### config.mk
export PLATFORM = sky130hd
export DESIGN_NAME = sdCardEmu
export DESIGN_NICKNAME = d
export VERILOG_FILES = /design/src/design/sdCardPkg.sv /design/src/design/serialCrc.sv /design/src/design/cmdReceiver.sv /design/src/design/cmdResponder.sv /design/src/design/writeReceiver.sv /design/src/design/sdCardEmu.sv
export VERILOG_INCLUDE_DIRS = /design/src /design/src/design
export SDC_FILE = /design/constraint.sdc
export NUM_CORES = 1
export LEC_CHECK = 0
export BUFFER_PORTS_ARGS = -buffer_cell sky130_fd_sc_hd__buf_2
export CELL_PAD_IN_SITES_DETAIL_PLACEMENT = 0
export CELL_PAD_IN_SITES_GLOBAL_PLACEMENT = 2
export CORE_MARGIN = 1
export CORE_UTILIZATION = 40
export DETAILED_ROUTE_END_ITERATION = 12
export PLACE_DENSITY = 0.75
export SLEW_MARGIN = 20
export SYNTH_ARGS = -nofsm -noshare
export SYNTH_HDL_FRONTEND = slang
export SYNTH_HIERARCHICAL = 1
export SYNTH_SLANG_ARGS = --single-unit
### constraint.sdc
create_clock -name clk -period 3.6 [get_ports clk]
set_input_delay 0.54 -clock clk [delete_from_list [all_inputs] [get_ports clk]]
set_output_delay 0.54 -clock clk [all_outputs]
set_load 0.02 [all_outputs]
### src/design/sdCard_consts.svh
`ifndef SDCARD_CONSTS_SVH
`define SDCARD_CONSTS_SVH

// Frame and block sizes
`define FRAME_BITS      48
`define BLOCK_NIBBLES   1024

// Command indices
`define CMD_0           6'd0
`define CMD_3           6'd3
`define CMD_7           6'd7
`define CMD_8           6'd8
`define CMD_12          6'd12
`define CMD_25          6'd25
`define CMD_55          6'd55
`define ACMD_23         6'd23
`define ACMD_41         6'd41
`define R3_INDEX        6'd63

// CRC polynomials, top term implied
`define CRC7_POLY       7'h09
`define CRC16_POLY      16'h1021

// Card address and status words
`define CARD_RCA        16'hAAAA
`define STATUS_R6       16'h0520
`define STATUS_STBY     32'h00000700
`define STATUS_APP      32'h00000120
`define STATUS_TRAN     32'h00000900
`define OCR_READY       32'hC1FF8080

// Write path tokens and timing in SD clocks
`define TOKEN_OK        5'b00101
`define TOKEN_BAD       5'b01011
`define RESP_DELAY      8
`define TOKEN_GAP       2
`define BUSY_CYCLES     4

`endif

### src/design/sdCardPkg.sv
`default_nettype none

package sdCardPkg;

    // =========================================================================
    // Bus and CRC primitives
    // =========================================================================
    typedef logic [5:0]  cmdIndexT;
    typedef logic [6:0]  crc7T;
    typedef logic [15:0] crc16T;

    // One sample of DAT[3:0]
    typedef logic [3:0]  datNibbleT;

    // =========================================================================
    // Command and response payloads
    // =========================================================================

    // Host command after framing checks
    typedef struct packed {
        cmdIndexT    index;
        logic [31:0] arg;
    } sdCmdT;

    // Card response before framing
    // noCrc sends the CRC field as all ones, as R3 does
    typedef struct packed {
        cmdIndexT    index;
        logic [31:0] arg;
        logic        noCrc;
    } sdRespT;

endpackage

`default_nettype wire

### src/design/serialCrc.sv
`timescale 1ns/1ps
`default_nettype none

module serialCrc #(
    parameter type crcT = logic [6:0],
    parameter crcT poly = '0
) (
    input  wire  clk,
    input  wire  rst_,
    input  wire  clear,
    input  wire  enable,
    input  wire  din,
    output crcT  crc,
    output crcT  crcNext
);

    localparam int Width = $bits(crcT);

    logic feedback;

    // Shift left, fold the polynomial in when feedback is set
    assign feedback = din ^ crc[Width-1];
    assign crcNext  = {crc[Width-2:0], 1'b0} ^ (feedback ? poly : crcT'(0));

    always_ff @(posedge clk) begin
        if (!rst_) begin
            crc <= '0;
        end else if (clear) begin
            crc <= '0;
        end else if (enable) begin
            crc <= crcNext;
        end
    end

endmodule

`default_nettype wire

### src/design/cmdReceiver.sv
`timescale 1ns/1ps
`default_nettype none

`include "sdCard_consts.svh"

module cmdReceiver (
    input  wire               clk,
    input  wire               rst_,
    input  wire               cmdIn,
    output logic              cmdValid,
    output sdCardPkg::sdCmdT  cmd
);

    import sdCardPkg::*;

    // Start, transmission, index and argument are covered by the CRC
    localparam int CrcBits = `FRAME_BITS - 8;

    logic                    busy;
    logic [5:0]              bitCnt;
    logic [`FRAME_BITS-2:0]  shiftReg;
    logic [`FRAME_BITS-1:0]  frame;
    logic                    startBit;
    logic                    lastBit;
    logic                    crcEn;
    logic                    frameOk;
    crc7T                    crc;

    assign startBit = !busy && !cmdIn;
    assign lastBit  = busy && (bitCnt == 6'(`FRAME_BITS - 1));
    assign crcEn    = startBit || (busy && (bitCnt < 6'(CrcBits)));

    // Complete frame in the cycle the end bit is on the line
    assign frame = {shiftReg, cmdIn};

    assign frameOk = frame[`FRAME_BITS-2]
                  && (frame[7:1] == crc)
                  && frame[0];

    // Cleared on the end bit so that the next frame starts from zero
    serialCrc #(
        .crcT (crc7T),
        .poly (`CRC7_POLY)
    ) crc7 (
        .clk     (clk),
        .rst_    (rst_),
        .clear   (lastBit),
        .enable  (crcEn),
        .din     (cmdIn),
        .crc     (crc),
        .crcNext ()
    );

    // =========================================================================
    // Frame counter and strobe
    // =========================================================================
    always_ff @(posedge clk) begin
        if (!rst_) begin
            busy     <= 1'b0;
            bitCnt   <= '0;
            cmdValid <= 1'b0;
        end else begin
            cmdValid <= lastBit && frameOk;
            if (startBit) begin
                busy   <= 1'b1;
                bitCnt <= 6'd1;
            end else if (busy) begin
                bitCnt <= bitCnt + 6'd1;
                if (lastBit) begin
                    busy <= 1'b0;
                end
            end
        end
    end

    always_ff @(posedge clk) begin
        if (startBit || busy) begin
            shiftReg <= {shiftReg[`FRAME_BITS-3:0], cmdIn};
        end
        if (lastBit) begin
            cmd.index <= frame[45:40];
            cmd.arg   <= frame[39:8];
        end
    end

    assert property (@(posedge clk) disable iff (!rst_) cmdValid |=> !cmdValid);

endmodule

`default_nettype wire

### src/design/cmdResponder.sv
`timescale 1ns/1ps
`default_nettype none

`include "sdCard_consts.svh"

module cmdResponder (
    input  wire               clk,
    input  wire               rst_,
    input  wire               cmdValid,
    input  wire sdCardPkg::sdCmdT cmd,
    output logic              cmdOut,
    output logic              cmdOe,
    output logic              writeMode,
    output logic              respDone
);

    import sdCardPkg::*;

    localparam int CrcStart = `FRAME_BITS - 8;
    localparam int DelayW   = $clog2(`RESP_DELAY);

    typedef enum logic [1:0] {stIdle, stDelay, stSend} stateT;

    stateT                   state;
    logic                    acmd;
    logic                    accept;
    logic                    respond;
    logic                    start;
    sdRespT                  resp;
    logic [`FRAME_BITS-1:0]  txReg;
    logic                    noCrcReg;
    logic [5:0]              txCnt;
    logic [DelayW-1:0]       delayCnt;
    logic                    crcEn;
    crc7T                    crcNext;
    crc7T                    crcField;

    // =========================================================================
    // Command decode
    // =========================================================================
    always_comb begin
        accept  = 1'b1;
        respond = 1'b1;
        resp    = '{index: cmd.index, arg: 32'h0, noCrc: 1'b0};
        if (acmd && cmd.index == `ACMD_23) begin
            // Block count must be nonzero
            accept   = (cmd.arg[22:0] != 23'h0);
            resp.arg = `STATUS_TRAN;
        end else if (acmd && cmd.index == `ACMD_41) begin
            resp = '{index: `R3_INDEX, arg: `OCR_READY, noCrc: 1'b1};
        end else begin
            case (cmd.index)
                `CMD_0:  respond = 1'b0;
                `CMD_3:  resp.arg = {`CARD_RCA, `STATUS_R6};
                `CMD_7: begin
                    accept   = (cmd.arg[31:16] == `CARD_RCA);
                    resp.arg = `STATUS_STBY;
                end
                `CMD_8:  resp.arg = {20'h0, cmd.arg[11:0]};
                `CMD_12: resp.arg = `STATUS_TRAN;
                `CMD_25: resp.arg = `STATUS_TRAN;
                `CMD_55: resp.arg = `STATUS_APP;
                default: accept = 1'b0;
            endcase
        end
    end

    assign start    = cmdValid && accept && respond;
    assign crcEn    = (state == stSend) && (txCnt < 6'(CrcStart));
    assign crcField = noCrcReg ? '1 : crcNext;
    assign cmdOut   = cmdOe ? txReg[`FRAME_BITS-1] : 1'b1;

    serialCrc #(
        .crcT (crc7T),
        .poly (`CRC7_POLY)
    ) crc7 (
        .clk     (clk),
        .rst_    (rst_),
        .clear   (state != stSend),
        .enable  (crcEn),
        .din     (txReg[`FRAME_BITS-1]),
        .crc     (),
        .crcNext (crcNext)
    );

    // =========================================================================
    // Card state and response sequencing
    // =========================================================================
    always_ff @(posedge clk) begin
        if (!rst_) begin
            state     <= stIdle;
            acmd      <= 1'b0;
            writeMode <= 1'b0;
            cmdOe     <= 1'b0;
            respDone  <= 1'b0;
            txCnt     <= '0;
            delayCnt  <= '0;
        end else begin
            respDone <= 1'b0;
            if (cmdValid && accept) begin
                acmd <= (cmd.index == `CMD_55);
                if (cmd.index == `CMD_25) begin
                    writeMode <= 1'b1;
                end else if (cmd.index == `CMD_12) begin
                    writeMode <= 1'b0;
                end
            end
            case (state)
                stIdle: begin
                    if (start) begin
                        state    <= stDelay;
                        delayCnt <= DelayW'(`RESP_DELAY - 2);
                    end
                end
                stDelay: begin
                    if (delayCnt == '0) begin
                        state <= stSend;
                        cmdOe <= 1'b1;
                        txCnt <= '0;
                    end else begin
                        delayCnt <= delayCnt - 1'b1;
                    end
                end
                stSend: begin
                    if (txCnt == 6'(`FRAME_BITS - 1)) begin
                        state    <= stIdle;
                        cmdOe    <= 1'b0;
                        respDone <= 1'b1;
                    end else begin
                        txCnt <= txCnt + 6'd1;
                    end
                end
                default: state <= stIdle;
            endcase
        end
    end

    // Frame register, CRC and end bit replace the tail after bit 39
    always_ff @(posedge clk) begin
        if (start) begin
            txReg    <= {2'b00, resp.index, resp.arg, 7'h00, 1'b1};
            noCrcReg <= resp.noCrc;
        end else if (state == stSend) begin
            if (txCnt == 6'(CrcStart - 1)) begin
                txReg <= {crcField, 1'b1, {CrcStart{1'b0}}};
            end else begin
                txReg <= {txReg[`FRAME_BITS-2:0], 1'b1};
            end
        end
    end

    // Host must wait for the response before the next command
    assert property (@(posedge clk) disable iff (!rst_) cmdValid |-> state == stIdle);

endmodule

`default_nettype wire

### src/design/writeReceiver.sv
`timescale 1ns/1ps
`default_nettype none

`include "sdCard_consts.svh"

module writeReceiver (
    input  wire                      clk,
    input  wire                      rst_,
    input  wire sdCardPkg::datNibbleT datIn,
    input  wire                      writeMode,
    input  wire                      respDone,
    output sdCardPkg::datNibbleT     datOut,
    output logic [3:0]               datOe
);

    import sdCardPkg::*;

    localparam int CntW     = $clog2(`BLOCK_NIBBLES);
    localparam int SendBits = 5 + `BUSY_CYCLES + 1;

    typedef enum logic [2:0] {
        stIdle, stData, stCrc, stEnd, stGap, stToken, stBusy
    } stateT;

    stateT                state;
    logic                 armed;
    logic [CntW-1:0]      cnt;
    crc16T                laneCrc [4];
    crc16T                rxCrc [4];
    logic [3:0]           laneOk;
    logic [SendBits-1:0]  sendSr;
    logic                 oe;

    // =========================================================================
    // Per-lane CRC16
    // =========================================================================
    for (genvar lane = 0; lane < 4; lane++) begin : gLane
        serialCrc #(
            .crcT (crc16T),
            .poly (`CRC16_POLY)
        ) crc16 (
            .clk     (clk),
            .rst_    (rst_),
            .clear   (state == stIdle),
            .enable  (state == stData),
            .din     (datIn[lane]),
            .crc     (laneCrc[lane]),
            .crcNext ()
        );

        always_ff @(posedge clk) begin
            if (state == stCrc) begin
                rxCrc[lane] <= {rxCrc[lane][14:0], datIn[lane]};
            end
        end

        // Valid while the end bit is on the line
        assign laneOk[lane] = (laneCrc[lane] == rxCrc[lane]) && datIn[lane];
    end

    // =========================================================================
    // Block FSM
    // =========================================================================
    always_ff @(posedge clk) begin
        if (!rst_) begin
            state <= stIdle;
            armed <= 1'b0;
            oe    <= 1'b0;
            cnt   <= '0;
        end else if (!writeMode) begin
            // Stop command ends the transfer wherever it is
            state <= stIdle;
            armed <= 1'b0;
            oe    <= 1'b0;
        end else begin
            if (respDone) begin
                armed <= 1'b1;
            end
            case (state)
                stIdle: begin
                    if (armed && !datIn[0]) begin
                        state <= stData;
                        cnt   <= CntW'(`BLOCK_NIBBLES - 1);
                    end
                end
                stData: begin
                    if (cnt == '0) begin
                        state <= stCrc;
                        cnt   <= CntW'($bits(crc16T) - 1);
                    end else begin
                        cnt <= cnt - 1'b1;
                    end
                end
                stCrc: begin
                    if (cnt == '0) begin
                        state <= stEnd;
                    end else begin
                        cnt <= cnt - 1'b1;
                    end
                end
                stEnd: begin
                    state <= stGap;
                    cnt   <= CntW'(`TOKEN_GAP - 1);
                end
                stGap: begin
                    if (cnt == '0) begin
                        state <= stToken;
                        oe    <= 1'b1;
                        cnt   <= CntW'(4);
                    end else begin
                        cnt <= cnt - 1'b1;
                    end
                end
                stToken: begin
                    if (cnt == '0) begin
                        state <= stBusy;
                        cnt   <= CntW'(`BUSY_CYCLES);
                    end else begin
                        cnt <= cnt - 1'b1;
                    end
                end
                stBusy: begin
                    if (cnt == '0) begin
                        state <= stIdle;
                        oe    <= 1'b0;
                    end else begin
                        cnt <= cnt - 1'b1;
                    end
                end
                default: state <= stIdle;
            endcase
        end
    end

    // Token, busy low, then release high
    always_ff @(posedge clk) begin
        if (state == stEnd) begin
            sendSr <= {(&laneOk) ? `TOKEN_OK : `TOKEN_BAD, {`BUSY_CYCLES{1'b0}}, 1'b1};
        end else if (state == stToken || state == stBusy) begin
            sendSr <= {sendSr[SendBits-2:0], 1'b1};
        end
    end

    assign datOut = {3'b111, sendSr[SendBits-1]};
    assign datOe  = {3'b000, oe};

    // Only DAT0 is ever driven, and only within a write
    assert property (@(posedge clk) disable iff (!rst_)
        datOe != 4'b0000 |-> datOe == 4'b0001 && $past(writeMode));

endmodule

`default_nettype wire

### src/design/sdCardEmu.sv
`timescale 1ns/1ps
`default_nettype none

module sdCardEmu (
    input  wire                       clk,
    input  wire                       rst_,
    input  wire                       cmdIn,
    output logic                      cmdOut,
    output logic                      cmdOe,
    input  wire sdCardPkg::datNibbleT datIn,
    output sdCardPkg::datNibbleT      datOut,
    output logic [3:0]                datOe
);

    import sdCardPkg::*;

    logic   cmdValid;
    sdCmdT  cmd;
    logic   writeMode;
    logic   respDone;

    cmdReceiver cmdRx (
        .clk      (clk),
        .rst_     (rst_),
        .cmdIn    (cmdIn),
        .cmdValid (cmdValid),
        .cmd      (cmd)
    );

    cmdResponder cmdResp (
        .clk       (clk),
        .rst_      (rst_),
        .cmdValid  (cmdValid),
        .cmd       (cmd),
        .cmdOut    (cmdOut),
        .cmdOe     (cmdOe),
        .writeMode (writeMode),
        .respDone  (respDone)
    );

    writeReceiver wrRx (
        .clk       (clk),
        .rst_      (rst_),
        .datIn     (datIn),
        .writeMode (writeMode),
        .respDone  (respDone),
        .datOut    (datOut),
        .datOe     (datOe)
    );

endmodule

`default_nettype wire

# Word level (Yosys, flattened, before mapping)
# Memory sizes are Yosys's and may differ from the RTL's.
# Cells that the tools add are included.
dict set report word_totals {
  ff_bits 258
  ramBits 64
  elab_cells 206
  memories 1
}
# memory depth width rd rd_clocked_by_memory_dff write_ports line_no
set mem_list {}
lappend mem_list {wrRx.rxCrc 4 16 4 0 4 writeReceiver.sv:29} ;# crc16T rxCrc [4];
dict set report classes {
  n_addsub 4
  magnitude_cmp 2
  eq_ne 38
  mux 64
  bitwise 13
  n_reduce_logical 55
}
# op n
set op_table {}
lappend op_table {{$pmux W32 S5} 1}
lappend op_table {{$mux W46} 2}
lappend op_table {{$eq A16 B16 Y1} 4}
lappend op_table {{$mux W32} 2}
lappend op_table {{$xor A16 B13 Y16} 4}
lappend op_table {{$mux W10} 6}
lappend op_table {{$mux W13} 4}
lappend op_table {{$pmux W10 S5} 1}
lappend op_table {{$mux W48} 1}
lappend op_table {{$eq A6 B6 Y1 const B} 5}
lappend op_table {{$mux W3} 8}
lappend op_table {{$mux W6} 4}
lappend op_table {{$reduce_bool A23 Y1} 1}
lappend op_table {{$mux W1} 21}
lappend op_table {{$pmux W3 S7} 1}
lappend op_table {{$eq A16 B16 Y1 const B} 1}
lappend op_table {{$logic_and A1 B1 Y1} 16}
lappend op_table {{$reduce_and A3 Y1} 5}
lappend op_table {{$ne A2 B1 Y1 const B} 7}
lappend op_table {{$reduce_bool A2 Y1} 7}
lappend op_table {{$reduce_or A2 Y1} 7}
lappend op_table {{$xor A7 B4 Y7} 2}
lappend op_table {{$add A6 B1 Y6 const B} 2}
lappend op_table {{$eq A6 B4 Y1 const B} 2}
lappend op_table {{33 further kinds} 62}

# Depth between registers and ports, before layout
dict set report depth {
  depth_word 9
  ltp_mapped 10
  depth_no_buf 9
}

# Cells and area by module
# Netlist, hierarchy kept.
# module instances cells_each area_each_um2
set modules_own_cells {}
lappend modules_own_cells {writeReceiver 1 347 4169.0}
lappend modules_own_cells {cmdResponder 1 326 3266.9}
lappend modules_own_cells {{serialCrc (wrRx.gLane[0].crc16 ...)} 4 70 738.2}
lappend modules_own_cells {cmdReceiver 1 130 2949.1}
lappend modules_own_cells {{serialCrc (cmdResp.crc7 ...)} 2 31 326.6}

# Worst setup path after synthesis
# OpenSTA, ideal clock, no wires.
dict set report synth_path {
  kind {register to register}
  from {reg wrRx.state[2]}
  to {mem wrRx/rxCrc[0][0] (netlist name) (enable)}
  t_arrival_ps 3479
  path_slack_ps -365
  path_stages_with_launch 5
  n_path_buf 3
  synth_period_minus_slack_ps 3965
  cell_sequence {dfxtp_1 -> buf_6 -> clkbuf_1 -> buf_6 -> nor2_1}
}
# item line_no
set synth_lines {}
lappend synth_lines {{from (decl)} writeReceiver.sv:25} ;# stateT state;
lappend synth_lines {{from (signal assigned)} writeReceiver.sv:66} ;# state <= stIdle;
lappend synth_lines {{from (signal assigned)} writeReceiver.sv:72} ;# state <= stIdle;
lappend synth_lines {{from (signal assigned)} writeReceiver.sv:82} ;# state <= stData;
lappend synth_lines {{to (decl)} writeReceiver.sv:29}

# Worst setup path after layout
dict set report layout_path {
  from {reg, netlist name cmdRx/cmd[36]}
  to {reg cmdResp.txReg[11] (enable)}
}
dict set report layout_via {
  elab_chain_len 8
  elab_cells_between_ends 21
  cone_classes {8 x eq/ne; 6 x mux; 7 x reduce/logical}
}
# item line_no
set layout_lines {}
lappend layout_lines {{$eq A6 B2 Y1, or another cell as far along} cmdResponder.sv:52} ;# case (cmd.index)
lappend layout_lines {{$reduce_or A6 Y1 (no line)} --}
lappend layout_lines {{$pmux W1 S2} cmdResponder.sv:52}
lappend layout_lines {{$mux W1} cmdResponder.sv:49} ;# end else if (acmd && cmd.index == `ACMD_41) begin
lappend layout_lines {{$mux W1} cmdResponder.sv:45} ;# if (acmd && cmd.index == `ACMD_23) begin
lappend layout_lines {{$logic_and A1 B1 Y1} cmdResponder.sv:68} ;# assign start = cmdValid && accept && respond;
lappend layout_lines {{$logic_and A1 B1 Y1 *} cmdResponder.sv:68}
lappend layout_lines {{$reduce_bool A2 Y1 (no line) *} --}
lappend layout_lines {{to (signal assigned)} cmdResponder.sv:141} ;# txReg <= {2'b00, resp.index, resp.arg, 7'h00, 1'b1};
lappend layout_lines {{to (signal assigned)} cmdResponder.sv:145} ;# txReg <= {crcField, 1'b1, {CrcStart{1'b0}}};
lappend layout_lines {{to (signal assigned)} cmdResponder.sv:147} ;# txReg <= {txReg[`FRAME_BITS-2:0], 1'b1};
lappend layout_lines {{to (decl)} cmdResponder.sv:30} ;# logic [`FRAME_BITS-1:0] txReg;
# Every way passes the cells marked *; elsewhere a longest branch is shown, timed or not.
# A chain may end at the register's enable or synchronous reset.

==> metrics.md <==
| Metric | Value |
|---|---|
| Final clock skew | `0.01614 ns` |
| Share of cells above drive strength 1 | `0.1073` |
| Vias in the first global route | `7681` |
| Drt wl/cell | `16.29 um` |
| Critical Path End Type | `flop` |
| Initial Util | `0.4115` |
| Root buf cell | `clkbuf_16` |
| Setup crit start kind | `flop` |
| Worst hold slack | `between 0.3 and 0.4 ns` |
| Worst hold stages | `1` |
| Row count | `between 60 and 70` |
| Syn. warnings | `6` |
| Worst slew margin | `0.5291` |
| Fin crit period | `roughly 2.9 ns` |
| Pleak | `between 5 and 6 nW` |
| Final hold violation count | `0` |
| Setup ws final | `between 0.6 and 0.7 ns` |
| R2r startpoint | `cmdRx/cmd[36]$_DFFE_PP_` |
| # Post-CTS Setup Buffers | `0` |
| I/O pins | `17` |
| Detail Route Antenna Nets | `0` |
| Sw Ratio | `0.2100` |
| Nets | `between 1000 and 1500` |
| Detailed placement HPWL | `16.29 mm` |
| Fillcell total | `slightly above 3000` |
| Worst Hold End | `cmdRx/shiftReg[0]$_DFFE_PP_` |
| Worst-margin pin slew | `a little over 0.7 ns` |
| Clock latency on the worst-skew pair | `roughly 0.5 ns` |
| Total GRT Usage | `0.1510` |
| Post-CTS Hold Buffers | `0` |
| Core area | `32870 sq um` |
| Total CTS buffers | `37` |
| Fmax | `around 340 MHz` |
| WP data required | `3.81 ns` |
| Most frequent cells in the layout | `edfxtp_1 (192), dfxtp_1 (130), nor2_1 (129)` |
| Number of diodes | `0` |
| RSZ-0062 raised after global routing | `no` |
| # clock sinks | `approximately 320` |
| R2r endpoint | `cmdResp/txReg[11]$_DFFE_PP_` |
| Area growth, synth to finish | `11.67%` |
| Drt drc | `0` |
| Gate power share | `0.031` |
| DIE AREA | `between 30000 and 40000 sq um` |
| Most common cell after layout, fill and taps aside | `edfxtp_1` |
| Hold_sp | `cmdIn` |
| Max FO, Critical Path | `14` |
| Clock share of power | `0.451` |
| Port Buffers | `10` |
| Overflow after GRT | `0` |
| Status | `finished clean` |
| Initial antenna violation count | `0` |
| R2r setup slk | `0.68 ns` |
| Reg clk slew, reported paths | `0.06 ns` |
| Critical path data arrival time | `around 3.1 ns` |
| Post-cts sizing count | `0` |
| Die Wd | `about 190 um` |
| Slew Limit Fails | `0` |
| Dpl ws | `roughly 0.7 ns` |
| Cell Pwr Density | `about 520 nW/um^2` |
| Max H-tree Level | `2` |
| Setup violations, final | `0` |
| Setup CP Type | `reg2reg` |
| Fin crit share | `0.8116` |
| Pin count of the biggest net entering global routing | `65` |
| Seq pwr share | `0.518` |
| Max cap viols | `0` |
| CTS Buffer Depth | `3` |
| Net switching power | `between 0.0015 and 0.002 W` |
| Max VDD drop | `roughly 250 uV` |
| Via Count | `7918` |
| Total negative slack | `0 ns` |
| Total routed wirelength | `roughly 25 mm` |
| Syn avg cell area | `around 12 sq um` |
| Synth Cell Area | `approximately 14000 sq um` |
| Cell internal pwr | `0.006204 W` |
| Avg Vias per Cell | `5.076` |
| Synth Instances | `1083` |
| Gpl congestion | `0.7460` |
| Detailed Routing Iterations Pass 1 | `5` |
| FF+latch area | `around 8400 sq um` |
| R2r worst-path depth | `7` |
| TritonCTS clock tree | `done` |
| Die height | `around 190 um` |
| Worst Hold Class | `in2reg` |
| First-pass GRT wire length | `around 41 mm` |
| Area of the multi-input gates | `~4700 sq um` |
| Iter 0 DRT Violations | `between 500 and 600` |
==> metrics by stage <==
stage	power (W)	util	cell area, sq um	std cells
final	0.007852	0.4596	15100	1560
after global routing	0.008151	0.4596	15100	1560
after CTS	0.007973	0.4596	15100	1560
after detailed placement	0.004388	0.4245	13950	1494
after global placement	0.004387	0.4245	13950	1494
after floorplan	0.004318	-	13540	1087
==> power by group through the flow <==
stage	Sequential [W]	Combinational, W	Clock [W]
after CTS	0.00407	0.000246	0.00366
final	0.00407	0.000241	0.00354
after detailed placement	0.00414	0.000244	0
after global placement	0.00414	0.000242	0
after global routing	0.00408	0.000276	0.00380
after floorplan	0.00413	0.000191	0
==> layout make-up <==
class | instances | share of cell area
well taps | 442 | 0.03661
clock buffers | 45 | 0.06527
inverters | 16 | 0.003976
repair buffers | 29 | 0.01524
flip-flops and latches | 322 | 0.5540
multi-input cells | 685 | 0.3139
clock inverters | 21 | 0.01093
==> flip-flops by register name (all words and copies together), names as in the netlist, 7 cells and up <==
name                  count
cmdRx/shiftReg           46
wrRx/rxCrc               64
cmdResp/txReg            48
wrRx/gLane.crc16/crc     64
wrRx/sendSr               9
wrRx/cnt                 10
cmdRx/crc7/crc            7
cmdResp/crc7/crc          7
cmdRx/cmd                38
==> routing by layer <==
metal	wire, um	GRT usage	share of wire
met5	0	0	0
met3	901	0.02778	0.035
met2	10780	0.2191	0.42
met4	411	0.03967	0.016
met1	13310	0.2290	0.52
==> worst max-delay path, stage by stage, from the launching register on <==
cell and delay (ns):
edfxtp_1 0.56, or4bb_1 0.53, a31oi_1 0.14, o21bai_1 0.11, a41oi_4 0.45, nand2_4 0.15
nand2_1 0.40, buf_4 0.28
==> worst max-delay path by stage <==
stage / startpoint / to / slack, ns / cells after the start
floorplan: cmdRx/cmd[35]$_DFFE_PP_ / cmdResp/txReg[10]$_DFFE_PP_ / 0.49 / 7
global placement: cmdRx/cmd[36]$_DFFE_PP_ / cmdResp/txReg[10]$_DFFE_PP_ / 0.71 / 7
global route: cmdRx/cmd[36]$_DFFE_PP_ / cmdResp/txReg[11]$_DFFE_PP_ / 0.47 / 7
detailed placement: cmdRx/cmd[36]$_DFFE_PP_ / cmdResp/txReg[11]$_DFFE_PP_ / 0.68 / 7
CTS: cmdRx/cmd[36]$_DFFE_PP_ / cmdResp/txReg[11]$_DFFE_PP_ / 0.68 / 7
finish: cmdRx/cmd[36]$_DFFE_PP_ / cmdResp/txReg[11]$_DFFE_PP_ / 0.68 / 7
(Power assumes the default switching activity.)
